[config.mk]
export PLATFORM = sky130hd
export DESIGN_NAME = id_stage
export DESIGN_NICKNAME = d
export VERILOG_FILES = /design/src/source/id_ctrl_pkg.sv /design/src/source/id_isa_pkg.sv /design/src/source/id_branch_unit.sv /design/src/source/id_control.sv /design/src/source/id_operand_bypass.sv /design/src/source/id_stage.sv
export VERILOG_INCLUDE_DIRS = /design/src /design/src/source
export SDC_FILE = /design/constraint.sdc
export NUM_CORES = 1
export LEC_CHECK = 0
export BUFFER_PORTS_ARGS = -buffer_cell sky130_fd_sc_hd__clkbuf_2
export CORE_AREA = 2 2 160 162
export DETAILED_ROUTE_END_ITERATION = 16
export DIE_AREA = 0 0 162 164
export PLACE_DENSITY = 0.65
export SLEW_MARGIN = 10
export SYNTH_ARGS = -nofsm -noshare
export SYNTH_HDL_FRONTEND = slang
export SYNTH_SLANG_ARGS = --single-unit
[constraint.sdc]
create_clock -name vclk -period 13.86
set_input_delay 2.079 -clock vclk [all_inputs]
set_output_delay 2.079 -clock vclk [all_outputs]
set_load 0.02 [all_outputs]
[src/source/id_params.svh]
`ifndef ID_PARAMS_SVH
`define ID_PARAMS_SVH

//////////////////////////////////////////////////////////////////////
// Datapath widths
//////////////////////////////////////////////////////////////////////

// Data and address word
`define ID_DATA_W 32

// Register file index
`define ID_REG_ADDR_W 5

//////////////////////////////////////////////////////////////////////
// Architectural constants
//////////////////////////////////////////////////////////////////////

// Written by JAL, BLTZAL and BGEZAL
`define ID_LINK_REG 31

// Byte distance between consecutive instructions
`define ID_INST_BYTES 4

`endif

[src/source/id_ctrl_pkg.sv]
`include "id_params.svh"

package id_ctrl_pkg;

	// Execute unit class
	typedef enum logic [2:0] {
		SEL_SHIFT  = 3'd0,
		SEL_LOGIC  = 3'd1,
		SEL_ARITH  = 3'd2,
		SEL_BRANCH = 3'd3,
		SEL_MEM    = 3'd4,
		SEL_TRAP   = 3'd5
	} alu_sel_e;

	// Operation code
	// [7:6] = 00 for SPECIAL, 01 for major opcodes, 10 for REGIMM;
	// low bits mirror the funct, opcode or rt field
	typedef enum logic [7:0] {
		ALU_SLL     = 8'h00, ALU_SRL    = 8'h02, ALU_SRA    = 8'h03,
		ALU_SLLV    = 8'h04, ALU_SRLV   = 8'h06, ALU_SRAV   = 8'h07,
		ALU_JR      = 8'h08, ALU_JALR   = 8'h09,
		ALU_SYSCALL = 8'h0c, ALU_BREAK  = 8'h0d,
		ALU_ADD     = 8'h20, ALU_ADDU   = 8'h21, ALU_SUB    = 8'h22,
		ALU_SUBU    = 8'h23, ALU_AND    = 8'h24, ALU_OR     = 8'h25,
		ALU_XOR     = 8'h26, ALU_NOR    = 8'h27, ALU_SLT    = 8'h2a,
		ALU_SLTU    = 8'h2b,
		ALU_J       = 8'h42, ALU_JAL    = 8'h43, ALU_BEQ    = 8'h44,
		ALU_BNE     = 8'h45, ALU_BLEZ   = 8'h46, ALU_BGTZ   = 8'h47,
		ALU_ADDI    = 8'h48, ALU_ADDIU  = 8'h49, ALU_SLTI   = 8'h4a,
		ALU_SLTIU   = 8'h4b, ALU_ANDI   = 8'h4c, ALU_ORI    = 8'h4d,
		ALU_XORI    = 8'h4e, ALU_LUI    = 8'h4f,
		ALU_LB      = 8'h60, ALU_LH     = 8'h61, ALU_LW     = 8'h63,
		ALU_LBU     = 8'h64, ALU_LHU    = 8'h65, ALU_SB     = 8'h68,
		ALU_SH      = 8'h69, ALU_SW     = 8'h6b,
		ALU_BLTZ    = 8'h80, ALU_BGEZ   = 8'h81,
		ALU_BLTZAL  = 8'h90, ALU_BGEZAL = 8'h91
	} alu_op_e;

	// Branch class with separate linking forms
	typedef enum logic [3:0] {
		BR_NONE  = 4'd0,
		BR_J     = 4'd1,
		BR_JAL   = 4'd2,
		BR_JR    = 4'd3,
		BR_JALR  = 4'd4,
		BR_EQ    = 4'd5,
		BR_NE    = 4'd6,
		BR_GTZ   = 4'd7,
		BR_LEZ   = 4'd8,
		BR_LTZ   = 4'd9,
		BR_GEZ   = 4'd10,
		BR_LTZAL = 4'd11,
		BR_GEZAL = 4'd12
	} branch_kind_e;

	typedef enum logic [4:0] {
		EXC_NONE = 5'd0,
		EXC_SYS  = 5'd8,
		EXC_BP   = 5'd9,
		EXC_RI   = 5'd10
	} exc_code_e;

endpackage

[src/source/id_isa_pkg.sv]
`include "id_params.svh"

package id_isa_pkg;

	typedef logic [`ID_DATA_W-1:0] word_t;
	typedef logic [`ID_REG_ADDR_W-1:0] reg_addr_t;
	typedef logic [15:0] imm16_t;

	// Major opcode in inst[31:26]
	typedef enum logic [5:0] {
		OP_SPECIAL = 6'b000000,
		OP_REGIMM  = 6'b000001,
		OP_J       = 6'b000010,
		OP_JAL     = 6'b000011,
		OP_BEQ     = 6'b000100,
		OP_BNE     = 6'b000101,
		OP_BLEZ    = 6'b000110,
		OP_BGTZ    = 6'b000111,
		OP_ADDI    = 6'b001000,
		OP_ADDIU   = 6'b001001,
		OP_SLTI    = 6'b001010,
		OP_SLTIU   = 6'b001011,
		OP_ANDI    = 6'b001100,
		OP_ORI     = 6'b001101,
		OP_XORI    = 6'b001110,
		OP_LUI     = 6'b001111,
		OP_LB      = 6'b100000,
		OP_LH      = 6'b100001,
		OP_LW      = 6'b100011,
		OP_LBU     = 6'b100100,
		OP_LHU     = 6'b100101,
		OP_SB      = 6'b101000,
		OP_SH      = 6'b101001,
		OP_SW      = 6'b101011
	} opcode_e;

	// SPECIAL function in inst[5:0]
	typedef enum logic [5:0] {
		F_SLL     = 6'b000000,
		F_SRL     = 6'b000010,
		F_SRA     = 6'b000011,
		F_SLLV    = 6'b000100,
		F_SRLV    = 6'b000110,
		F_SRAV    = 6'b000111,
		F_JR      = 6'b001000,
		F_JALR    = 6'b001001,
		F_SYSCALL = 6'b001100,
		F_BREAK   = 6'b001101,
		F_ADD     = 6'b100000,
		F_ADDU    = 6'b100001,
		F_SUB     = 6'b100010,
		F_SUBU    = 6'b100011,
		F_AND     = 6'b100100,
		F_OR      = 6'b100101,
		F_XOR     = 6'b100110,
		F_NOR     = 6'b100111,
		F_SLT     = 6'b101010,
		F_SLTU    = 6'b101011
	} funct_e;

	// REGIMM selector in the rt field
	typedef enum logic [4:0] {
		RI_BLTZ   = 5'b00000,
		RI_BGEZ   = 5'b00001,
		RI_BLTZAL = 5'b10000,
		RI_BGEZAL = 5'b10001
	} regimm_e;

endpackage

[src/source/id_branch_unit.sv]
`include "id_params.svh"

module id_branch_unit
	import id_isa_pkg::*;
	import id_ctrl_pkg::*;
(
	input  branch_kind_e branch_kind_i,
	input  word_t        pc_i,
	input  word_t        inst_i,
	input  word_t        reg1_i,
	input  word_t        reg2_i,
	output logic         branch_o,
	output word_t        branch_addr_o,
	output word_t        link_addr_o,
	output logic         next_in_delay_o
);

	word_t pc_plus4;
	word_t pc_plus8;
	word_t rel_target;
	word_t abs_target;
	word_t target;
	logic  reg1_neg;
	logic  reg1_zero;

	assign pc_plus4 = pc_i + word_t'(`ID_INST_BYTES);
	assign pc_plus8 = pc_plus4 + word_t'(`ID_INST_BYTES);

	// Offset counts instructions relative to the delay slot
	assign rel_target = pc_plus4 + {{14{inst_i[15]}}, inst_i[15:0], 2'b00};

	// Region of the delay slot plus the 26-bit index
	assign abs_target = {pc_plus4[31:28], inst_i[25:0], 2'b00};

	assign reg1_neg  = reg1_i[`ID_DATA_W-1];
	assign reg1_zero = (reg1_i == '0);

	//////////////////////////////////////////////////////////////////////
	// Condition and target
	//////////////////////////////////////////////////////////////////////

	always_comb begin
		case (branch_kind_i)
			BR_J, BR_JAL, BR_JR, BR_JALR: branch_o = 1'b1;
			BR_EQ:                        branch_o = (reg1_i == reg2_i);
			BR_NE:                        branch_o = (reg1_i != reg2_i);
			BR_GTZ:                       branch_o = !reg1_neg && !reg1_zero;
			BR_LEZ:                       branch_o = reg1_neg || reg1_zero;
			BR_LTZ, BR_LTZAL:             branch_o = reg1_neg;
			BR_GEZ, BR_GEZAL:             branch_o = !reg1_neg;
			default:                      branch_o = 1'b0;
		endcase
	end

	always_comb begin
		case (branch_kind_i)
			BR_J, BR_JAL:   target = abs_target;
			BR_JR, BR_JALR: target = reg1_i;
			default:        target = rel_target;
		endcase
	end

	assign branch_addr_o = branch_o ? target : '0;

	// Return past the delay slot
	assign link_addr_o = (branch_kind_i inside {BR_JAL, BR_JALR, BR_LTZAL, BR_GEZAL}) ?
	                     pc_plus8 : '0;

	// Every branch has a delay slot, taken or not
	assign next_in_delay_o = (branch_kind_i != BR_NONE);

endmodule

[src/source/id_control.sv]
`include "id_params.svh"

module id_control
	import id_isa_pkg::*;
	import id_ctrl_pkg::*;
(
	input  logic         rst_n_i,
	input  word_t        inst_i,
	input  word_t        pc_i,
	input  logic         in_delay_i,
	input  alu_sel_e     ex_alu_sel_i,
	output alu_sel_e     alu_sel_o,
	output alu_op_e      alu_op_o,
	output reg_addr_t    wd_o,
	output logic         wreg_o,
	output logic         reg1_read_o,
	output reg_addr_t    reg1_addr_o,
	output logic         reg2_read_o,
	output reg_addr_t    reg2_addr_o,
	output word_t        imm_o,
	output branch_kind_e branch_kind_o,
	output exc_code_e    exc_code_o,
	output word_t        exc_epc_o,
	output logic         stall_o
);

	localparam reg_addr_t LINK_REG = reg_addr_t'(`ID_LINK_REG);

	opcode_e   opcode;
	funct_e    funct;
	regimm_e   regimm;
	reg_addr_t rs;
	reg_addr_t rt;
	reg_addr_t rd;
	logic [4:0] shamt;
	imm16_t    imm16;
	word_t     zero_imm;
	word_t     sign_imm;
	logic      reserved;

	assign opcode = opcode_e'(inst_i[31:26]);
	assign rs     = inst_i[25:21];
	assign rt     = inst_i[20:16];
	assign rd     = inst_i[15:11];
	assign shamt  = inst_i[10:6];
	assign funct  = funct_e'(inst_i[5:0]);
	assign regimm = regimm_e'(inst_i[20:16]);
	assign imm16  = inst_i[15:0];

	assign zero_imm = {16'b0, imm16};
	assign sign_imm = {{16{imm16[15]}}, imm16};

	//////////////////////////////////////////////////////////////////////
	// Decode
	//////////////////////////////////////////////////////////////////////

	always_comb begin
		alu_sel_o     = SEL_SHIFT;
		alu_op_o      = alu_op_e'({2'b01, opcode});
		wd_o          = rt;
		wreg_o        = 1'b0;
		reg1_read_o   = 1'b1;
		reg1_addr_o   = rs;
		reg2_read_o   = 1'b0;
		reg2_addr_o   = rt;
		imm_o         = '0;
		branch_kind_o = BR_NONE;
		exc_code_o    = EXC_NONE;
		reserved      = 1'b0;

		case (opcode)
			OP_SPECIAL: begin
				alu_op_o    = alu_op_e'({2'b00, funct});
				wd_o        = rd;
				wreg_o      = 1'b1;
				reg2_read_o = 1'b1;
				case (funct)
					F_SLL, F_SRL, F_SRA: begin
						reg1_addr_o = rt;
						reg2_read_o = 1'b0;
						imm_o       = word_t'(shamt);
					end
					// Variable shifts take the amount from rs
					F_SLLV, F_SRLV, F_SRAV: begin
						reg1_addr_o = rt;
						reg2_addr_o = rs;
					end
					F_AND, F_OR, F_XOR, F_NOR: alu_sel_o = SEL_LOGIC;
					F_ADD, F_ADDU, F_SUB, F_SUBU, F_SLT, F_SLTU: alu_sel_o = SEL_ARITH;
					F_JR, F_JALR: begin
						alu_sel_o     = SEL_BRANCH;
						wreg_o        = (funct == F_JALR);
						reg2_read_o   = 1'b0;
						branch_kind_o = (funct == F_JALR) ? BR_JALR : BR_JR;
					end
					F_SYSCALL, F_BREAK: begin
						alu_sel_o   = SEL_TRAP;
						wreg_o      = 1'b0;
						reg1_read_o = 1'b0;
						reg2_read_o = 1'b0;
						exc_code_o  = (funct == F_SYSCALL) ? EXC_SYS : EXC_BP;
					end
					default: reserved = 1'b1;
				endcase
			end
			OP_ANDI, OP_ORI, OP_XORI, OP_LUI: begin
				alu_sel_o   = SEL_LOGIC;
				wreg_o      = 1'b1;
				reg1_read_o = (opcode != OP_LUI);
				imm_o       = zero_imm;
			end
			OP_ADDI, OP_ADDIU, OP_SLTI, OP_SLTIU: begin
				alu_sel_o = SEL_ARITH;
				wreg_o    = 1'b1;
				imm_o     = sign_imm;
			end
			OP_LB, OP_LBU, OP_LH, OP_LHU, OP_LW: begin
				alu_sel_o = SEL_MEM;
				wreg_o    = 1'b1;
				imm_o     = sign_imm;
			end
			// Store data comes from rt
			OP_SB, OP_SH, OP_SW: begin
				alu_sel_o   = SEL_MEM;
				reg2_read_o = 1'b1;
			end
			OP_J, OP_JAL: begin
				alu_sel_o     = SEL_BRANCH;
				reg1_read_o   = 1'b0;
				wreg_o        = (opcode == OP_JAL);
				wd_o          = LINK_REG;
				branch_kind_o = (opcode == OP_JAL) ? BR_JAL : BR_J;
			end
			OP_BEQ, OP_BNE: begin
				alu_sel_o     = SEL_BRANCH;
				reg2_read_o   = 1'b1;
				branch_kind_o = (opcode == OP_BEQ) ? BR_EQ : BR_NE;
			end
			OP_BGTZ, OP_BLEZ: begin
				alu_sel_o     = SEL_BRANCH;
				branch_kind_o = (opcode == OP_BGTZ) ? BR_GTZ : BR_LEZ;
			end
			OP_REGIMM: begin
				alu_sel_o = SEL_BRANCH;
				alu_op_o  = alu_op_e'({3'b100, regimm});
				wd_o      = LINK_REG;
				wreg_o    = (regimm inside {RI_BLTZAL, RI_BGEZAL});
				case (regimm)
					RI_BLTZ:   branch_kind_o = BR_LTZ;
					RI_BGEZ:   branch_kind_o = BR_GEZ;
					RI_BLTZAL: branch_kind_o = BR_LTZAL;
					RI_BGEZAL: branch_kind_o = BR_GEZAL;
					default:   reserved = 1'b1;
				endcase
			end
			default: reserved = 1'b1;
		endcase

		// Reserved encodings and reset both issue a NOP
		if (reserved || !rst_n_i) begin
			alu_sel_o     = SEL_SHIFT;
			alu_op_o      = ALU_SLL;
			wd_o          = '0;
			wreg_o        = 1'b0;
			reg1_read_o   = 1'b0;
			reg1_addr_o   = '0;
			reg2_read_o   = 1'b0;
			reg2_addr_o   = '0;
			imm_o         = '0;
			branch_kind_o = BR_NONE;
			exc_code_o    = reserved ? EXC_RI : EXC_NONE;
		end
		if (!rst_n_i)
			exc_code_o = EXC_NONE;
	end

	// EPC points at the branch when this is its delay slot
	assign exc_epc_o = !rst_n_i   ? '0 :
	                   in_delay_i ? pc_i - word_t'(`ID_INST_BYTES) : pc_i;

	// Load or store in EX
	assign stall_o = rst_n_i && (ex_alu_sel_i == SEL_MEM);

endmodule

[src/source/id_operand_bypass.sv]
`include "id_params.svh"

module id_operand_bypass
	import id_isa_pkg::*;
(
	input  logic      reg1_read_i,
	input  logic      reg2_read_i,
	input  reg_addr_t reg1_addr_i,
	input  reg_addr_t reg2_addr_i,
	input  word_t     imm_i,
	input  word_t     reg1_data_i,
	input  word_t     reg2_data_i,
	input  logic      ex_wreg_i,
	input  reg_addr_t ex_wd_i,
	input  word_t     ex_wdata_i,
	input  logic      mem_wreg_i,
	input  reg_addr_t mem_wd_i,
	input  word_t     mem_wdata_i,
	output word_t     reg1_o,
	output word_t     reg2_o
);

	// EX data beats MEM data and both beat the register file
	function automatic word_t select_operand(
		input logic      read_en,
		input reg_addr_t addr,
		input word_t     rf_data
	);
		if (read_en && ex_wreg_i && (ex_wd_i == addr))
			return ex_wdata_i;
		else if (read_en && mem_wreg_i && (mem_wd_i == addr))
			return mem_wdata_i;
		else if (read_en)
			return rf_data;
		else
			return imm_i;
	endfunction

	always_comb begin
		reg1_o = select_operand(reg1_read_i, reg1_addr_i, reg1_data_i);
		reg2_o = select_operand(reg2_read_i, reg2_addr_i, reg2_data_i);
	end

endmodule

[src/source/id_stage.sv]
`include "id_params.svh"

module id_stage
	import id_isa_pkg::*;
	import id_ctrl_pkg::*;
(
	input  logic      rst_n_i,
	input  word_t     inst_i,
	input  word_t     pc_i,
	input  logic      in_delay_i,
	input  word_t     reg1_data_i,
	input  word_t     reg2_data_i,
	input  logic      ex_wreg_i,
	input  reg_addr_t ex_wd_i,
	input  word_t     ex_wdata_i,
	input  logic      mem_wreg_i,
	input  reg_addr_t mem_wd_i,
	input  word_t     mem_wdata_i,
	input  alu_sel_e  ex_alu_sel_i,
	output alu_sel_e  alu_sel_o,
	output alu_op_e   alu_op_o,
	output reg_addr_t wd_o,
	output logic      wreg_o,
	output logic      reg1_read_o,
	output reg_addr_t reg1_addr_o,
	output logic      reg2_read_o,
	output reg_addr_t reg2_addr_o,
	output word_t     reg1_o,
	output word_t     reg2_o,
	output logic      branch_o,
	output word_t     branch_addr_o,
	output word_t     link_addr_o,
	output logic      next_in_delay_o,
	output exc_code_e exc_code_o,
	output word_t     exc_epc_o,
	output logic      stall_o
);

	word_t        imm;
	branch_kind_e branch_kind;

	id_control u_control (
		.rst_n_i       (rst_n_i),
		.inst_i        (inst_i),
		.pc_i          (pc_i),
		.in_delay_i    (in_delay_i),
		.ex_alu_sel_i  (ex_alu_sel_i),
		.alu_sel_o     (alu_sel_o),
		.alu_op_o      (alu_op_o),
		.wd_o          (wd_o),
		.wreg_o        (wreg_o),
		.reg1_read_o   (reg1_read_o),
		.reg1_addr_o   (reg1_addr_o),
		.reg2_read_o   (reg2_read_o),
		.reg2_addr_o   (reg2_addr_o),
		.imm_o         (imm),
		.branch_kind_o (branch_kind),
		.exc_code_o    (exc_code_o),
		.exc_epc_o     (exc_epc_o),
		.stall_o       (stall_o)
	);

	id_operand_bypass u_bypass (
		.reg1_read_i (reg1_read_o),
		.reg2_read_i (reg2_read_o),
		.reg1_addr_i (reg1_addr_o),
		.reg2_addr_i (reg2_addr_o),
		.imm_i       (imm),
		.reg1_data_i (reg1_data_i),
		.reg2_data_i (reg2_data_i),
		.ex_wreg_i   (ex_wreg_i),
		.ex_wd_i     (ex_wd_i),
		.ex_wdata_i  (ex_wdata_i),
		.mem_wreg_i  (mem_wreg_i),
		.mem_wd_i    (mem_wd_i),
		.mem_wdata_i (mem_wdata_i),
		.reg1_o      (reg1_o),
		.reg2_o      (reg2_o)
	);

	// Conditions see the forwarded operands
	id_branch_unit u_branch (
		.branch_kind_i   (branch_kind),
		.pc_i            (pc_i),
		.inst_i          (inst_i),
		.reg1_i          (reg1_o),
		.reg2_i          (reg2_o),
		.branch_o        (branch_o),
		.branch_addr_o   (branch_addr_o),
		.link_addr_o     (link_addr_o),
		.next_in_delay_o (next_in_delay_o)
	);

endmodule

# Yosys cells after proc, flatten, opt, wreduce, memory -nomap -nowiden
# Index checks and enable logic that the tools add are counted.
# word_totals
register_bits,0
input_bits,209
output_inout_bits,197
elab_cells,172
# classes
addsub,4
eq_ne,65
n_mux,54
n_reduce_logical,49
# ops
operator,n
$mux 32,11
$eq 6x6->1 const B,18
$pmux 32 s3,1
$eq 6x4->1 const B,12
$add 32x3->32 const B,2
$pmux 32 s2,1
$mux 5,12
$eq 6x3->1 const B,7
$add 32x32->32,1
$eq 32x32->1,1
$logic_not 32->1,1
$ne 32x32->1,1
$sub 32x3->32 const B,1
$eq 6x2->1 const B,4
$reduce_or 22->1,1
$eq 4x4->1 const B,5
$eq 5x5->1,4
$pmux 4 s5,1
$reduce_or 20->1,1
$reduce_or 4->1,5
$reduce_or 2->1,9
$eq 4x3->1 const B,4
$mux 4,4
$pmux 4 s4,1
33 further kinds,64

# Depth between registers and ports, before layout
# logic_depth
depth_word,15
ltp_mapped,23

# Cells and area by module
# From an unflattened synthesis, not the netlist that was laid out.
# hier_totals
hier_cells,1451
hier_area_um2,9560.4
# by_module_without_submodules
mod,n_inst,cells_each,area_per_inst_um2,seq_area_each_um2
id_branch_unit,1,671,4355.4,0.0
id_operand_bypass,1,419,2999.1,0.0
id_control,1,361,2205.9,0.0

# Worst setup path after synthesis
# Ideal clock, no wire load.
# synth_path
path_kind,in2out
from,in inst_i[17]
to,out branch_o
arrival_time_ps,6494
required_time_ps,11781
slack_ps,5287
stages,17
n_path_buf,4
cell_sequence,clkbuf_1 > nor4b_2 > nor3_2 > a211o_1 > nor2_1 > mux2i_1 > or4_1 > clkbuf_1 > buf_6 > a31oi_1 > xor2_1 > nor4_1 > nand4_1 > nor4_2 > mux2i_1 > buf_6 > nand2_1
# synth_via
elab_chain_len,14
# synth_lines
item,line,rtl
start: declaration,id_stage.sv:8,"input word_t inst_i,"
$eq 5x1->1 (tied with other cells),id_control.sv:148,case (regimm)
$reduce_or 4->1 (no line) (*),--,
$mux 1 (*),id_control.sv:148,
$pmux 1 s3 (*),id_control.sv:71,case (opcode)
$logic_or 1x1->1 (*),id_control.sv:160,if (reserved || !rst_n_i) begin
$mux 5 (*),id_control.sv:160,
net reg1_addr_o[3],id_stage.sv:25,"output reg_addr_t reg1_addr_o,"
$eq 5x5->1,id_operand_bypass.sv:31,else if (read_en && mem_wreg_i && (mem_wd_i == addr))
$logic_and 1x1->1,id_operand_bypass.sv:31,
$mux 32,id_operand_bypass.sv:31,
$mux 32 (*),id_operand_bypass.sv:29,if (read_en && ex_wreg_i && (ex_wd_i == addr))
net reg1_o[11],id_stage.sv:28,"output word_t reg1_o,"
$logic_not 32->1,id_branch_unit.sv:36,assign reg1_zero = (reg1_i == '0);
$logic_not 1->1,id_branch_unit.sv:47,BR_GTZ: branch_o = !reg1_neg && !reg1_zero;
$logic_and 1x1->1,id_branch_unit.sv:47,
$pmux 1 s7 (*),id_branch_unit.sv:43,case (branch_kind_i)
end: declaration,id_stage.sv:30,"output logic branch_o,"
# The timed path passes the listed nets; every way through them passes the cells marked *.

# Worst setup path in the final report
# layout_path
from,in inst_i[28]
to,out branch_addr_o[30]
# layout_via
elab_chain_len,14
# layout_lines
item,line,rtl
$eq 6x4->1 (tied with other cells),id_control.sv:71,
$reduce_or 22->1 (no line),--,
$pmux 1 s3,id_control.sv:71,
$logic_or 1x1->1,id_control.sv:160,
$mux 5 / $mux 1 (equally long branches),id_control.sv:160,
$eq 5x5->1 / $logic_and 1x1->1 (equally long branches),id_operand_bypass.sv:31,
$logic_and 1x1->1,id_operand_bypass.sv:31,
$mux 32,id_operand_bypass.sv:31,
$mux 32,id_operand_bypass.sv:29,
$logic_not 32->1,id_branch_unit.sv:36,
$logic_not 1->1,id_branch_unit.sv:47,
$logic_and 1x1->1,id_branch_unit.sv:47,
$pmux 1 s7,id_branch_unit.sv:43,
$mux 32 (*),id_branch_unit.sv:63,assign branch_addr_o = branch_o ? target : '0;
end: declaration,id_stage.sv:31,"output word_t branch_addr_o,"
# Mark *: on every way between the ends. The rest lies on a longest branch, timed or not.

==> run summary <==
Global route
• number of global-route vias before repair: 12100
• aggregate global routing overflow: 0
• global-route wire length before repair: 72800 um
• GRT Util Overall: 35.3%
• largest net degree at the start of global routing: 59
• initial antenna violation count: 3

Yosys
• number of warning messages in the yosys log: 0
• count of mapped cells out of synthesis: 1482
• average size of a mapped cell: 6.19 um2
• cell area after technology mapping: 9180 um2
• sequential cell area fraction in the yosys report: 0%
• Yosys cell types: 84

Flow run
• number of violations of the max-capacitance limit: 0

Power
• largest voltage drop on the vdd net: 0.0000130 V
• standby leakage power: 0.00521 uW
• overall power consumption: 337 uW
• P per Cell Area: 29.8 nW/um2

Setup path
• termination of the worst setup path: branch_addr_o[30]
• Critical Path Start: inst_i[28]
• largest incremental delay on the critical path: 1060 ps
• Bufs and invs on worst path: 4
• slowest stage cell, crit path: sky130_fd_sc_hd__nor4_2
• type of element capturing the critical path: output port
• Data required, critical path: 11780 ps
• kind of critical path: in2out
• maximum net fanout on the critical path: 40
• CP Data Arrival Time: 8930 ps
• sequence of cells on the critical path: clkbuf_2 > nor4_2 > nand4_2 > mux2i_1 > xor2_1 > nand2_1 > or4_2 > buf_4 > nor2_2 > a21oi_1 > a22oi_1 > nand4_1 > nor4_2 > mux2i_4 > buf_4 > a22oi_1 > clkbuf_2
• crit path launch type: input pin
• depth of the critical timing path with buffers and inverters included: 17
• CP top delay family: simple AND/OR/NAND/NOR gates

Placed design
• Routability Congestion: 1.03
• placed inst area: 11300 um2
• IO buf count: 404
• placed wire-length estimate: 40600 um

Floorplan
• die extent in y: 164 um
• DIE WIDTH: 162 um
• core region area: 24800 um2
• number of placed I/O pins: 406
• area enclosed by the die boundary: 26600 um2
• starting density of the core: 37.0%
• count of standard-cell rows: 58

Finish
• final net count: 2038
• clock buffer instance count of the final layout: 0
• area taken by multi-input logic gates: 8540 um2
• ratio of cells with drive above 1 in the final layout: 28.0%
• post-layout utilization of the core: 45.6%
• flip-flop and latch count: 0
• fin area: 11300 um2
• most used cells in the layout excluding fill and tap cells: sky130_fd_sc_hd__clkbuf_2, sky130_fd_sc_hd__nor2_1, sky130_fd_sc_hd__a21oi_1
• leading cell type in the layout, fill and taps excluded: sky130_fd_sc_hd__clkbuf_2
• fill count: 2794
• storage element area: 0 um2
• Synth-to-Final Area Change: 23.3%

Route
• total wire length after detailed routing: 49900 um
• number of DRC markers in iteration 0: 1392
• final routed DRC violation total: 0
• detail-routed net length per standard cell: 23.4 um
• number of detailed-route iterations in the first pass: 9
• total number of vias: 13000
• remaining antenna violation count after routing: 0
• ratio of routed vias to standard cells: 6.13

Timing
• Period Utilization, post-route: 79.5%
• accumulated negative setup slack: 0 ps
• Final setup viols: 0
• transition time at the pin with the least slew margin: 1220 ps
• max-slew violations: 0
• relative slew slack: 18.1%
• time the worst path needs with I/O delays and setup: 11010 ps
• setup repair after global routing missed its margin: no
• maximum achievable frequency: 90.8 MHz
• Final Hold Violating Endpoints: 0

Clocking
• post-cts gate resize count: 0
• post-CTS repair timing setup buffer count: 0
• Hold-fix buffers, CTS: 0

Min path
• worst hold path class: in2out

Outcome
• status: finished clean

cells by family (layout without fill, tap and decap cells):
kind of cell	count (synthesis)	count (layout)	share of synthesized area [%]
AO/OA/AOI/OAI	476	476	35.1
XOR/XNOR	131	131	12.5
adder cells (fa/ha/maj)	33	33	4.58
buffers and inverters	159	470	7.68
multiplexers	65	65	7.40
other	1	5	0.0409
AND/OR/NAND/NOR	617	617	32.7
per-stage QoR:
stage | setup slack, ps | instances | hold slack, ps
floorplan | 5290 | 1483 | 4240
global placement | 3180 | 2124 | 4410
detailed placement | 3050 | 2124 | 4410
CTS | 3040 | 2124 | 4410
global route | 2490 | 2127 | 4430
finish | 2850 | 2127 | 4410
worst min-delay path: stages:
cell                       delay, ps
sky130_fd_sc_hd__clkbuf_2         70
sky130_fd_sc_hd__nor4b_1          40
sky130_fd_sc_hd__clkbuf_2        140
final cells by class:
cell class         instances  share of cell area (%)
multi-input cells       1324                    75.5
repair buffers           426                    19.3
well taps                330                    3.65
inverters                 44                    1.46
diodes                     3                  0.0663
cells in the mapped netlist (all sizes together), types with 7 or more instances:
cell,number,area share (%)
nand4,17,1.2
xor2,40,3.8
buf,48,3.1
o311ai,7,0.67
nand3,50,2.7
ha,32,4.4
nand2,115,4.7
o211ai,9,0.79
nor2,231,9.6
a21oi,184,11
a222oi,25,2.7
nand2b,19,1.3
inv,44,1.8
o21a,22,1.8
a22oi,26,2.1
or4,9,0.82
o22ai,22,1.5
or3,21,1.4
nor3,49,2.8
clkbuf,67,2.7
nor2b,15,1.0
a31oi,10,0.68
o21ai,64,3.5
a21boi,7,0.57
mux2i,60,6.7
nor4,31,2.2
and3,20,1.4
a221oi,8,0.76
a2bb2oi,7,0.67
a21o,17,1.4
a22o,12,1.1
xnor2,91,8.7
o21bai,8,0.74
nor4b,7,0.74
where the power goes:
group,internal (uW),switching [uW]
combinational,121,217
sequential,0,0
clock,0.0000290,0
total,121,217
routing by layer:
layer / part of all wire (%) / track usage (%) / routed length, um
met1: 39 / 43.7 / 19500
met2: 46 / 60.7 / 23100
met3: 9.5 / 5.48 / 4730
met4: 5.1 / 15.3 / 2540
met5: 0 / 0 / 0
how the worst min path moves through the flow:
stage	slack, ps	start	depth (start not counted)	to
2_1_floorplan	4240	ex_alu_sel_i[0]	1	stall_o
3_3_place_gp	4410	ex_alu_sel_i[0]	3	stall_o
3_5_place_dp	4410	ex_alu_sel_i[0]	3	stall_o
4_1_cts	4410	ex_alu_sel_i[0]	3	stall_o
5_1_grt	4430	ex_alu_sel_i[0]	3	stall_o
6_report	4410	ex_alu_sel_i[0]	3	stall_o
(Power assumes the default switching activity.)
